`config.mk`:
```
export PLATFORM = sky130hd
export DESIGN_NAME = multiplier_8x8
export DESIGN_NICKNAME = d
export VERILOG_FILES = /design/src/hdl/mul_types_pkg.sv /design/src/hdl/mul_hs_pkg.sv /design/src/hdl/kogge_stone_adder.sv /design/src/hdl/partial_product_tree.sv /design/src/hdl/mul_handshake.sv /design/src/hdl/multiplier_8x8.sv
export SDC_FILE = /design/constraint.sdc
export NUM_CORES = 1
export LEC_CHECK = 0
export ABC_AREA = 0
export BUFFER_PORTS_ARGS = -buffer_cell sky130_fd_sc_hd__buf_4
export CAP_MARGIN = 20
export CORE_ASPECT_RATIO = 1.4
export CORE_UTILIZATION = 35
export DETAILED_ROUTE_END_ITERATION = 8
export GPL_TIMING_DRIVEN = 1
export SYNTH_ARGS = -nofsm -noshare
export SYNTH_HDL_FRONTEND = slang
export SYNTH_SLANG_ARGS = --single-unit
```
`constraint.sdc`:
```
create_clock -name clk -period 15.6 [get_ports clk]
set_input_delay 0.78 -clock clk [delete_from_list [all_inputs] [get_ports clk]]
set_output_delay 0.78 -clock clk [all_outputs]
set_load 0.05 [all_outputs]
```
`src/hdl/mul_types_pkg.sv`:
```
package mul_types_pkg;

    // operand and product widths
    localparam int operand_w = 8;
    localparam int product_w = 2 * operand_w;

    // one multiplier operand
    typedef logic [operand_w-1:0] operand_t;

    // multiplicand gated by one multiplier bit
    typedef logic [operand_w-1:0] pp_row_t;

    // full unsigned product
    typedef logic [product_w-1:0] product_t;

endpackage

```
`src/hdl/mul_hs_pkg.sv`:
```
package mul_hs_pkg;

    // four-phase req/ack sequencing
    typedef enum logic [1:0] {
        hs_idle    = 2'd0, // waiting for req
        hs_compute = 2'd1, // operands held, tree settling
        hs_done    = 2'd2, // ack high, product valid
        hs_release = 2'd3  // ack dropped, one cycle gap
    } hs_state_t;

endpackage

```
`src/hdl/kogge_stone_adder.sv`:
```
`timescale 1ns/100ps

module kogge_stone_adder #(
    parameter int WIDTH = 8
) (
    input  logic [WIDTH-1:0] in1,
    input  logic [WIDTH-1:0] in2,
    output logic [WIDTH-1:0] sum,
    output logic             cout
);

    // prefix levels for WIDTH of 2 or more
    localparam int LEVELS = $clog2(WIDTH);

    // group generate per level with level 0 per bit
    wire [WIDTH-1:0] g_lvl [0:LEVELS];
    // group propagate where a black cell still needs it
    wire [WIDTH-1:0] p_lvl [0:LEVELS-1];
    wire [WIDTH-1:0] carry;

    assign g_lvl[0] = in1 & in2;
    assign p_lvl[0] = in1 ^ in2;

    for (genvar l = 0; l < LEVELS; l++) begin : g_level
        localparam int DIST = 1 << l;

        for (genvar i = 0; i < WIDTH; i++) begin : g_bit
            if (i < DIST) begin : g_pass
                // already resolved down to bit 0
                assign g_lvl[l+1][i] = g_lvl[l][i];
            end else if (i < 2 * DIST) begin : g_gray
                // group reaches bit 0 so only generate is needed
                assign g_lvl[l+1][i] = g_lvl[l][i] | (p_lvl[l][i] & g_lvl[l][i-DIST]);
            end else begin : g_black
                assign g_lvl[l+1][i] = g_lvl[l][i] | (p_lvl[l][i] & g_lvl[l][i-DIST]);
                assign p_lvl[l+1][i] = p_lvl[l][i] & p_lvl[l][i-DIST];
            end
        end
    end

    // carry into bit i is the group generate of bits i-1..0 with cin zero
    assign carry = {g_lvl[LEVELS][WIDTH-2:0], 1'b0};

    assign sum  = p_lvl[0] ^ carry;
    assign cout = g_lvl[LEVELS][WIDTH-1];

endmodule

```
`src/hdl/partial_product_tree.sv`:
```
`timescale 1ns/100ps

module partial_product_tree
    import mul_types_pkg::*;
(
    input  operand_t op_a,
    input  operand_t op_b,
    output product_t product_comb
);

    pp_row_t pp [operand_w];

    // and array, row r has weight r
    for (genvar r = 0; r < operand_w; r++) begin : g_row
        assign pp[r] = op_b & {operand_w{op_a[r]}};
    end

    // stage 1, bit k has weight k+2
    logic [10:0] s0, in0_1, in0_2;
    logic        c0;

    assign in0_1 = {pp[7][5:0], pp[6][0], pp[5][0], pp[4][0], pp[3][0], pp[2][0]};
    assign in0_2 = {pp[6][6:1], pp[5][1], pp[4][1], pp[3][1], pp[2][1], pp[1][1]};

    kogge_stone_adder #(.WIDTH(11)) ks0_i (
        .in1  (in0_1),
        .in2  (in0_2),
        .sum  (s0),
        .cout (c0)
    );

    // stage 2, weight k+3
    logic [8:0] s1, in1_1, in1_2;
    logic       c1;

    assign in1_1 = {s0[9:2], pp[1][2]};
    assign in1_2 = {pp[5][6:2], pp[4][2], pp[3][2], pp[2][2], pp[0][3]};

    kogge_stone_adder #(.WIDTH(9)) ks1_i (
        .in1  (in1_1),
        .in2  (in1_2),
        .sum  (s1),
        .cout (c1)
    );

    // stage 3, weight k+4
    logic [6:0] s2, in2_1, in2_2;
    logic       c2;

    assign in2_1 = {s1[7:2], pp[1][3]};
    assign in2_2 = {pp[4][6:3], pp[3][3], pp[2][3], pp[0][4]};

    kogge_stone_adder #(.WIDTH(7)) ks2_i (
        .in1  (in2_1),
        .in2  (in2_2),
        .sum  (s2),
        .cout (c2)
    );

    // stage 4, weight k+5
    logic [4:0] s3, in3_1, in3_2;
    logic       c3;

    assign in3_1 = {s2[5:2], pp[1][4]};
    assign in3_2 = {pp[3][6:4], pp[2][4], pp[0][5]};

    kogge_stone_adder #(.WIDTH(5)) ks3_i (
        .in1  (in3_1),
        .in2  (in3_2),
        .sum  (s3),
        .cout (c3)
    );

    // stage 5, weight k+6
    logic [2:0] s4, in4_1, in4_2;
    logic       c4;

    assign in4_1 = {s3[3:2], pp[1][5]};
    assign in4_2 = {pp[2][6:5], pp[0][6]};

    kogge_stone_adder #(.WIDTH(3)) ks4_i (
        .in1  (in4_1),
        .in2  (in4_2),
        .sum  (s4),
        .cout (c4)
    );

    // stage 6, lone pair at weight 7
    logic s5, c5;

    assign s5 = pp[1][6] ^ pp[0][7];
    assign c5 = pp[1][6] & pp[0][7];

    // stage 7, top diagonal against the stage sums, weight k+8
    logic [5:0] s6, in6_1, in6_2;
    logic       c6;

    assign in6_1 = {pp[7][6], s0[10], s1[8], s2[6], s3[4], s4[2]};
    assign in6_2 = {pp[6][7], pp[5][7], pp[4][7], pp[3][7], pp[2][7], pp[1][7]};

    kogge_stone_adder #(.WIDTH(6)) ks6_i (
        .in1  (in6_1),
        .in2  (in6_2),
        .sum  (s6),
        .cout (c6)
    );

    // final carry-propagate add, weight k+1
    logic [13:0] s, in_1, in_2;
    logic        c;

    assign in_1 = {pp[7][7], c0, c1, c2, c3, c4, c5, s5,
                   s4[0], s3[0], s2[0], s1[0], s0[0], pp[1][0]};
    assign in_2 = {c6, s6, s4[1], s3[1], s2[1], s1[1], s0[1], pp[0][2], pp[0][1]};

    kogge_stone_adder #(.WIDTH(14)) ks_i (
        .in1  (in_1),
        .in2  (in_2),
        .sum  (s),
        .cout (c)
    );

    assign product_comb = {c, s, pp[0][0]}; // bit 0 needs no add

endmodule

```
`src/hdl/mul_handshake.sv`:
```
`timescale 1ns/100ps

module mul_handshake
    import mul_types_pkg::*;
    import mul_hs_pkg::*;
(
    input  logic     clk,
    input  logic     arst_n,
    input  logic     req,
    input  operand_t a,
    input  operand_t b,
    input  product_t product_comb,
    output operand_t op_a,
    output operand_t op_b,
    output logic     ack,
    output product_t product
);

    hs_state_t state;

    always_ff @(posedge clk or negedge arst_n) begin
        if (!arst_n) begin
            state   <= hs_idle;
            op_a    <= '0;
            op_b    <= '0;
            ack     <= 1'b0;
            product <= '0;
        end else begin
            case (state)
                hs_idle: begin
                    if (req) begin
                        op_a  <= a; // operands captured once
                        op_b  <= b;
                        state <= hs_compute;
                    end
                end
                hs_compute: begin
                    product <= product_comb; // tree settled on held operands
                    ack     <= 1'b1;
                    state   <= hs_done;
                end
                hs_done: begin
                    // hold ack and product until req drops
                    if (!req) begin
                        ack   <= 1'b0;
                        state <= hs_release;
                    end
                end
                hs_release: begin
                    state <= hs_idle;
                end
                default: begin
                    state <= hs_idle;
                end
            endcase
        end
    end

endmodule

```
`src/hdl/multiplier_8x8.sv`:
```
`timescale 1ns/100ps

module multiplier_8x8
    import mul_types_pkg::*;
(
    input  logic     clk,
    input  logic     arst_n,
    input  logic     req,
    input  operand_t a,
    input  operand_t b,
    output logic     ack,
    output product_t product
);

    operand_t op_a;
    operand_t op_b;
    product_t product_comb;

    mul_handshake hs_i (
        .clk          (clk),
        .arst_n       (arst_n),
        .req          (req),
        .a            (a),
        .b            (b),
        .product_comb (product_comb),
        .op_a         (op_a),
        .op_b         (op_b),
        .ack          (ack),
        .product      (product)
    );

    // purely combinational, registered in hs_i
    partial_product_tree tree_i (
        .op_a         (op_a),
        .op_b         (op_b),
        .product_comb (product_comb)
    );

endmodule

```
==> results.ini, run 1 <==
[cells_and_area]
multi_input_area_um2 = 2930
layout-drive-gt1-share = 0.153
nets = 545
nFillCells = 1113
antennaDiodeCount = 0
syn2layout_area_growth_pct = 14.6
register_area_um2 = 876

[timing]
finalWorstSetupSlack_ns = 9.02
setup_viol = 0
rsz0062_at_grt = no
fin_setup_tns_ns = 0
final_hold_viol_count = 0
maxSlewHeadroom = 0.557
min_period_ns = 6.58
worst_pin_slew_ns = 0.663
slew_viol_final = 0
skew_ns = 0.00238
period_share = 0.422
maxClockFrequency_mhz = 152

[clock_network]
cts_buffers = 5
clock_latency_ns = 0.28
root_buffer = clkbuf_16
tritoncts = yes
htreeDepth = 2
hold_buffers = 0
cts.reportedPaths.clkPinSlew_ns = 0.06
cts_resized = 0
cts_sinks = 35
ctsLongestPathBuffers = 2
post_cts.repair.setup_buffers = 0

[grt]
grt_pass1_vias = 3027
grtUsageTotal = 0.147
grt_max_degree = 36
overflow = 0
antenna_found_initial = 0
grt_pass1_wl_um = 13700

[synthesis]
ys_types = 50
async_flop_share = 1.00
syn_area_per_cell_um2 = 9.23
syn_nets = 507
synth.cell_area_um2 = 3880
yosysSeqAreaShare = 0.226
ys.flop_type = dfrtp_1
synth_edf_count = 0
synth_warnings = 0
syn_inst = 420
synth_seq_cells = 35

[detailed_routing]
vias = 3103
vias_per_cell = 5.17
ant_nets = 0
drt-initial-drc-count = 130
drcViolationCount = 0
wl_per_cell_um = 13.5
drtPass1Iterations = 4
routed_wirelength_um = 8100

[die]
ios = 36
die_h_um = 127
coreArea_um2 = 10800
rows = 45
chipWidth_um = 91.0
initial_utilization = 0.359
die-area_um2 = 11500

[placement]
port_buffers = 35
hpwlAfterDp_um = 6560
pre_cts_slack_ns = 9.00
gp_congestion = 0.848

[critical_path]
cpMaxStageDelayCell = dfrtp_1
end_kind = register
crit_buf_inv = 0
crit_path_frequent_cell = ha_1
reg2reg_slack_ns = 9.02
cp_data_arrival_time_ns = 6.74
crit_path_max_incr_delay_ns = 0.46
timing.rr.start = hs_i.op_a[2]
start_kind = register
r2r.worst_path.cells = 27
crit_type = reg2reg
r2r_end = hs_i.product[15]
required_ns = 15.76
critPathMaxFanout = 9
cp_top_family = adder cells

[run]
drv_cap = 0

[hold_path]
hp-class = in2async

[status]
status = completed

-- cells in the mapped netlist, types with 2 or more instances --
library cell	n	area share
nor2_1	13	0.013
dfrtp_1	35	0.23
a221o_1	2	0.0052
o21ai_0	20	0.026
nand4_1	2	0.0032
inv_1	13	0.013
nor3_1	3	0.0039
a21o_1	19	0.037
xnor2_1	21	0.047
o21bai_1	8	0.015
fa_1	7	0.036
a211o_1	3	0.0068
xor2_1	12	0.027
a21oi_1	35	0.045
o21a_1	5	0.0097
a211oi_1	3	0.0058
o211ai_1	2	0.0039
nor4_1	2	0.0032
nor2b_1	7	0.011
a21oi_2	2	0.0045
buf_2	2	0.0026
ha_1	61	0.20
nand2_1	18	0.017
mux2i_1	2	0.0052
nand2b_1	3	0.0048
and3_1	2	0.0032
nand3_1	6	0.0077
or3_1	4	0.0065
mux2_2	21	0.061
and2_1	65	0.10
clkbuf_1	3	0.0029
-- through the flow --
step           hold WS (ns)  area [um^2]  cells  utilization
2_1_floorplan         0.484         3880    420            -
3_3_place_gp          0.476         4300    592        0.398
3_5_place_dp          0.477         4300    592        0.398
4_1_cts               0.477         4440    600        0.411
6_report              0.469         4440    600        0.411
5_1_grt               0.504         4440    600        0.411
-- flip-flops by register name, summed over array words and instances, names as in the netlist --
name and cells:
hs_i.ack 1, hs_i.state 2, hs_i.product 16, hs_i.op_b 8, hs_i.op_a 8
-- worst max path at each step --
stage / start / slack, ns / to / depth (start not counted)
CTS: hs_i.op_a[2] / 8.96 / hs_i.product[15] / 27
global placement: hs_i.op_a[2] / 9.05 / hs_i.product[15] / 27
global route: hs_i.op_a[2] / 8.51 / hs_i.product[12] / 26
floorplan: hs_i.op_a[2] / 9.39 / hs_i.product[12] / 22
detailed placement: hs_i.op_a[2] / 9.00 / hs_i.product[15] / 25
finish: hs_i.op_a[2] / 9.02 / hs_i.product[15] / 27
-- metal layers --
layer | wire length, um | global-route usage | vias up
met2 | 4300 | 0.282 | 36
met1 | 3440 | 0.163 | 1474
met3 | 206 | 0.0204 | 8
met5 | 0 | 0 | -
li1 | - | - | 1585
met4 | 147 | 0.0542 | 0
-- cell families (layout without fill, tap and decap cells) --
kind of cell               Yosys count  in the layout  synth area share
AOI/OAI and AO/OA                  113            113             0.193
xor gates and xnor gates            33             33            0.0745
adders and majority gates           68             68             0.233
buffers and inverters               18             57            0.0181
DFF                                 35             35             0.226
muxes                               23             23            0.0662
and+or+nand+nor                    130            130             0.189
-- cell usage in the layout (no fill, tap or decap), drive strengths merged, types with 5 or more instances in the layout --
master / netlist / routed
nand3: 6 / 6
buf: 2 / 36
nand2: 18 / 18
a21o: 19 / 19
o21bai: 9 / 9
mux2: 21 / 21
ha: 61 / 61
o21ai: 20 / 20
xor2: 12 / 12
a21oi: 37 / 37
and2: 65 / 65
xnor2: 21 / 21
nor2: 13 / 13
fa: 7 / 7
nor2b: 7 / 7
inv: 13 / 13
clkbuf: 3 / 6
dfrtp: 35 / 35
o21a: 5 / 5
-- layout make-up --
type                       count  share of cell area
clock inverter                 2             0.00282
inverter                      13              0.0110
multi-input combinational    367               0.660
timing repair buffer          36              0.0608
clock buffer                   6              0.0290
tap                          141              0.0397
sequential                    35               0.197
Power of run 1 is left out: the tool's default activity adds up to more than one toggle a clock period on the data nets, which glitch-free logic cannot reach.
==> inputs of run 2 (changes only) <==
- clock period: 15.6 -> 5.8 ns (I/O delays scaled with it)
==> run 2 against run 1 <==
The flow now finishes with violations (negative setup slack). Fmax is 7.9% higher. Clock skew grew 0.0047 ns. Global-route usage grew 1.6 points. Core utilization is 6.2 points higher. Worst hold slack lost 0.24 ns. Die area is the same. Sequential cell count did not move. Setup slack lost 9.3 ns. Final cell count rose by 10%. Count of clock-buffer cells in the layout fell by 1. Final area grew 15%. First-iteration DRC count decreased by 58%.
==> results.ini, run 2 (same netlist as run 1, synthesis figures left out) <==
[timing]
finalWorstSetupSlack_ns = -0.296
period_share = 1.05
final_hold_viol_count = 0
skew_ns = 0.00710
maxClockFrequency_mhz = 164
setup_viol = 5
worst_pin_slew_ns = 0.689
min_period_ns = 6.10
maxSlewHeadroom = 0.539
slew_viol_final = 0
rsz0062_at_grt = yes

[grt]
grt_pass1_wl_um = 15300
grtUsageTotal = 0.163
antenna_found_initial = 0
grt_max_degree = 36
overflow = 0
grt_pass1_vias = 3393

[cells_and_area]
layout-drive-gt1-share = 0.322
syn2layout_area_growth_pct = 32.0
antennaDiodeCount = 0
nets = 605
top_regs = hs_i.product x16, hs_i.op_a x8, hs_i.op_b x8
largest_reg_flops = 16
final_common_cell = buf_4
utilization = 0.473
regMostFlops = hs_i.product
final_cell_mix = buf_4, and2_1, ha_1, dfrtp_1, a21oi_1

[clock_network]
clock_latency_ns = 0.28
cts.reportedPaths.clkPinSlew_ns = 0.06
cts_sinks = 35
htreeDepth = 2
cts_buffers = 5
root_buffer = clkbuf_16
tritoncts = yes
ctsLongestPathBuffers = 2

[critical_path]
critPathMaxFanout = 4
end_kind = register
crit_path_max_incr_delay_ns = 0.40
crit_type = reg2reg
required_ns = 5.99
cpMaxStageDelayCell = dfrtp_1
start_kind = register
crit_path_frequent_cell = ha_1
cp_data_arrival_time_ns = 6.28

[detailed_routing]
vias_per_cell = 5.17
vias = 3409
drtPass1Iterations = 4
routed_wirelength_um = 8970
ant_nets = 0
wl_per_cell_um = 13.6
drt-initial-drc-count = 55
drcViolationCount = 0

[status]
violations = negative setup slack
status = complete, but fails checks

[run]
drv_cap = 0

[die]
die-area_um2 = 11500
coreArea_um2 = 10800
initial_utilization = 0.359
ios = 36
die_h_um = 127
rows = 45
chipWidth_um = 91.0

[placement]
gp_congestion = 0.820
port_buffers = 35
hpwlAfterDp_um = 7250

[hold_path]
hp-class = in2reg

[run 2: path summary, 6_finish.rpt]
check,from,end,slack [ns],depth (start not counted)
worst max-delay path,hs_i.op_b[0],hs_i.product[12],-0.30,27
min in group asynchronous,arst_n,hs_i.ack,0.51,2
worst min-delay path,b[6],hs_i.op_b[6],0.23,2
max in group asynchronous,arst_n,hs_i.product[11],4.97,2
worst max register to register,hs_i.op_b[0],hs_i.product[12],-0.30,27
worst min register to register,hs_i.product[4],hs_i.product[4],0.50,1
[run 2: metal layers]
| layer | vias up | track usage | share of wire |
|---|---|---|---|
| met1 | 1648 | 0.182 | 0.41 |
| met4 | 0 | 0.0532 | 0.015 |
| met3 | 9 | 0.0186 | 0.020 |
| met5 | - | 0 | 0 |
| li1 | 1704 | - | - |
| met2 | 48 | 0.317 | 0.55 |
[run 2: repair_timing]
action / CTS / global route
cloned: 0 / 0
setup endpoints to repair: 6 / 6
setup buffers: 3 / 5
gates resized for setup: 16 / 10
hold buffers: 1 / 0
hold endpoints to repair: 35 / 0
pin swaps: 4 / 3
[run 2: area by class of cell]
cell class / instances / area [um^2]
flip-flops and latches: 35 / 876
well taps: 141 / 176
inverters: 13 / 48.8
clock inverters: 3 / 43.8
repair buffers: 96 / 734
clock buffers: 5 / 125
multi-input cells: 367 / 3110
fillers: 1061 / 5690
[run 2: critical path, delay by kind of cell (launching register included)]
family,cells,cell delay [ns]
and+or+nand+nor,2,0.55
DFF,1,0.40
buffers and inverters,2,0.16
xor gates and xnor gates,6,0.81
adders and majority gates,9,2.70
AOI/OAI and AO/OA,8,1.38
[run 2: through the flow]
stage,cells,area (um^2),setup TNS [ns],setup WS [ns],hold slack (ns)
finish,660,5120,-1.15,-0.296,0.232
floorplan,420,3960,-0.266,-0.119,-0.00559
CTS,655,5040,-0.990,-0.297,0.226
global route,660,5120,-3.03,-0.612,0.228
global placement,643,4770,-0.744,-0.240,0.278
detailed placement,643,4770,-1.21,-0.330,0.278
Power of run 2 is left out for the same reason.
